File: config.mk
export PLATFORM = sky130hd
export DESIGN_NAME = lane_skew
export DESIGN_NICKNAME = d
export VERILOG_FILES = /design/src/common/systolic_pkg.sv /design/src/skew/lane_skew.sv
export SDC_FILE = /design/constraint.sdc
export NUM_CORES = 2
export LEC_CHECK = 0
export ABC_AREA = 1
export ABC_CLOCK_PERIOD_IN_PS = 1200
export BUFFER_PORTS_ARGS = -buffer_cell sky130_fd_sc_hd__buf_2
export CORE_MARGIN = 2
export CORE_UTILIZATION = 40
export CTS_CLUSTER_SIZE = 12
export DETAILED_ROUTE_END_ITERATION = 10
export PLACE_DENSITY = 0.58
export SLEW_MARGIN = 0
export SYNTH_ARGS = -nofsm -noshare
export SYNTH_HDL_FRONTEND = slang
export SYNTH_SLANG_ARGS = --single-unit
File: constraint.sdc
create_clock -name clk -period 1.2 [get_ports clk]
set_input_delay 0.12 -clock clk [delete_from_list [all_inputs] [get_ports clk]]
set_output_delay 0.12 -clock clk [all_outputs]
set_load 0.02 [all_outputs]
File: src/common/systolic_pkg.sv
package systolic_pkg;

    // array geometry and arithmetic widths.
    localparam int array_dim = 16;
    localparam int data_w    = 16;
    localparam int acc_w     = 40;
    localparam int row_idx_w = 4;

    typedef logic signed [data_w-1:0] data_t;
    typedef logic signed [acc_w-1:0]  acc_t;

    // one A lane, tags ride along with the operand.
    typedef struct packed {
        logic  valid;
        logic  first;
        logic  last;
        data_t data;
    } a_lane_t;

    // one B lane, operand only.
    typedef struct packed {
        data_t data;
    } b_lane_t;

    typedef a_lane_t [array_dim-1:0] a_vec_t;
    typedef b_lane_t [array_dim-1:0] b_vec_t;

    // elements keep the signed acc_t type when selected.
    typedef acc_t [array_dim-1:0] acc_row_t;

    // per-cell status and sums, indexed [row][col].
    typedef logic [array_dim-1:0][array_dim-1:0] done_grid_t;
    typedef acc_row_t [array_dim-1:0]            sum_grid_t;

    // output beat, one result row.
    typedef struct packed {
        logic                 valid;
        logic                 last;
        logic [row_idx_w-1:0] row;
        acc_row_t             data;
    } result_t;

endpackage

File: src/skew/lane_skew.sv
`timescale 1ns/100ps

module lane_skew #(
    parameter type lane_t = systolic_pkg::a_lane_t
) (
    input  logic                                 clk,
    input  logic                                 rst,
    input  lane_t [systolic_pkg::array_dim-1:0]  lanes_in,
    output lane_t [systolic_pkg::array_dim-1:0]  lanes_out
);
    import systolic_pkg::*;

    // triangular bank, lane k holds k+1 stages.
    for (genvar k = 0; k < array_dim; k++) begin : g_lane
        lane_t [k:0] sr;

        always_ff @(posedge clk) begin
            if (rst) begin
                sr <= '0;
            end else begin
                sr[0] <= lanes_in[k];
                for (int s = 1; s <= k; s++) begin
                    sr[s] <= sr[s-1];
                end
            end
        end

        // oldest stage feeds the grid edge.
        assign lanes_out[k] = sr[k];
    end

endmodule
==> flow_metrics.tcl <==
set metrics [dict create \
    status "complete, but fails checks" \
    violations "negative setup slack" \
    yosys.area.top_type_share 0.6810 \
    synth_area_leaders "dfxtp_1, inv_1, nor2_1" \
    drt_iter0_markers 1771 \
    cp_max_fo 1 \
    firstDrtPassIters 7 \
    grt_pass1_wl_mm 217.8 \
    yosys.cell_types.count 6 \
    cp_slowest_cell "dfxtp_4" \
    clk_latency_ps 910 \
    power_density_nw_per_um2 1740 \
    place_area_sq_um 78780 \
    worst_ir_drop_vdd_mv 1.189 \
    via_per_inst 3.780 \
    numCtsBuffers 278 \
    track_usage 0.1373 \
    r2r_cells 3 \
    tightest_slew_ps 699.8 \
    yosysWarnings 0 \
    area_growth_pct 28.09 \
    crit_type "flip-flop to output pin" \
    hold_depth 6 \
    avgSynthCellArea_sq_um 9.125 \
    synthCells 8324 \
    cts_tree "done" \
    fp.dieW_um 439.8 \
    cts.clk_slew.worst_paths_ps 60 \
    final.setup_skew_ps 32.54 \
    grt_max_degree 142 \
    coreArea_sq_um 188200 \
    grt_pass1_vias 46270 \
    drt_wl_total_mm 132.7 \
    tns_ps -76330 \
    fin_crit_ps 1516 \
    final_cell_area_sq_um 97290 \
    cp.required_ps 1080 \
    htreeDepth 5 \
    fillers 16520 \
    synthMuxAreaShare 0 \
    setup_violations 370 \
    post-route-util 0.5170 \
    timing.final.ws_setup_ps -315.8 \
    gp_congestion 0.8154 \
    finalHoldViolCount 0 \
    start_util 0.4036 \
    rsz0062_at_grt "yes" \
    ys_seq_area_frac 0.6810 \
    routed-via-count 46140 \
    drc 0 \
    ant_nets 0 \
    slew_viol_final 0 \
    synth_compound_area_frac 0 \
    root_buffer "clkbuf_16" \
    ys_ff_latch 2584 \
    worstSetupEndpointType "output pin" \
    worstPathArrival_ps 1400 \
    antenna_found_initial 30 \
    startpoint_type "flip-flop" \
    crit_buf_inv 1 \
    slew_headroom 0.5319 \
    port_buffers 609 \
    yosysTopAreaCell "dfxtp_1" \
    worstSetupPathDepth 1 \
    maxCapViolations 0 \
    layout.nets 9875 \
    synth_xor_area_frac 0 \
    syn_area_sq_um 75960 \
    placed_cells 10980 \
    overflow 0 \
    min_path_type "input pin to flip-flop" \
    synth-adder-area-share 0 \
    synth_top_family_by_area "buffers and inverters" \
    final_common_cell "nor2_1" \
    most-common-layout-cells "nor2_1, inv_1, dfxtp_1, dlygate4sd3_1, buf_2" \
    leakage_nw 42.15 \
    die_h_um 439.8 \
    fmax_ghz 0.6597 \
    dpl.hpwl_mm 75.94 \
    slowest_delay_ps 390 \
    ioPinCount 610 \
    period_share 1.263 \
    wl_per_cell_um 10.87 \
    clk_path_buf_depth 4 \
    clock_sinks 2584 \
    synth_fp_nets 8630 \
    drive_gt1_frac 0.1415 \
    crit_chain "buf_6" \
    synth-simple-area-share 0.1277 \
    rows 159 \
    die_area_sq_um 193400 \
    cp_top_family "flip-flops" \
    fin_cells 12210 \
]
cells in the mapped netlist:
master / number
dfxtp_1: 2584
buf_6: 200
buf_2: 86
buf_4: 286
inv_1: 2584
nor2_1: 2584
timing repair:
item	4_1_cts	5_1_grt
endpoints found under the hold margin	2581	105
buffers inserted	0	3
gates resized for setup	920	65
hold buffers	906	8
gates cloned	0	2
setup endpoints to repair	304	604
worst reg2reg max path: stages, from the launching register on:
cell	delay, ps
dfxtp_1	310
inv_1	40
nor2_1	90
dlygate4sd3_1	550
power breakdown:
| group | leakage, nW | internal (mW) | switching (mW) |
|---|---|---|---|
| sequential | 21.1 | 87.3 | 0.422 |
| combinational | 17.2 | 3.32 | 3.03 |
| clock | 3.83 | 44.6 | 30.7 |
| total | 42.2 | 135 | 34.1 |
flip-flops by register name, indices dropped and copies added (netlist names):
| register | cells |
|---|---|
| lanes_out | 304 |
| g_lane.sr | 2280 |
cell families (layout without fill, tap and decap cells):
kind of cell,Yosys count,count (layout)
buffers and inverters,3156,4512
DFF,2584,2584
and+or+nand+nor,2584,2584
other,0,30
worst paths after layout:
kind | to | from | slack, ps
worst max-delay path | lanes_out[256] | lanes_out[256] | -320
worst min-delay path | g_lane[12].sr[145] | rst | 30
worst max register to register | lanes_out[151] | g_lane[7].sr[132] | 150
worst min register to register | lanes_out[197] | g_lane[10].sr[178] | 370
per-layer routing:
| layer | routed length (um) | GRT usage |
|---|---|---|
| met1 | 51730 | 0.1401 |
| met2 | 65430 | 0.2420 |
| met3 | 5542 | 0.03476 |
| met4 | 9972 | 0.1021 |
| met5 | 0 | 0 |
through the flow:
stage                     power, mW  hold slack, ps  setup slack, ps
after global placement        93.39           318.4            60.79
final                         169.3           26.49           -315.8
after global routing          176.2          -3.777           -390.5
after floorplan               92.50           227.0            351.7
after detailed placement      93.47           325.1            51.26
after CTS                     171.5           35.88           -415.8
cell type report:
class                   count  area (sq um)  area share
clock inverters            14         137.6    0.001415
repair buffers           1537         14710      0.1512
inverters                2584          9699     0.09969
diodes                     30         75.07   0.0007716
well taps                2495          3122     0.03209
flip-flops and latches   2584         52140      0.5359
clock buffers             377          7706     0.07920
multi-input cells        2584          9704     0.09974
Power figures use the tool's default switching activity.
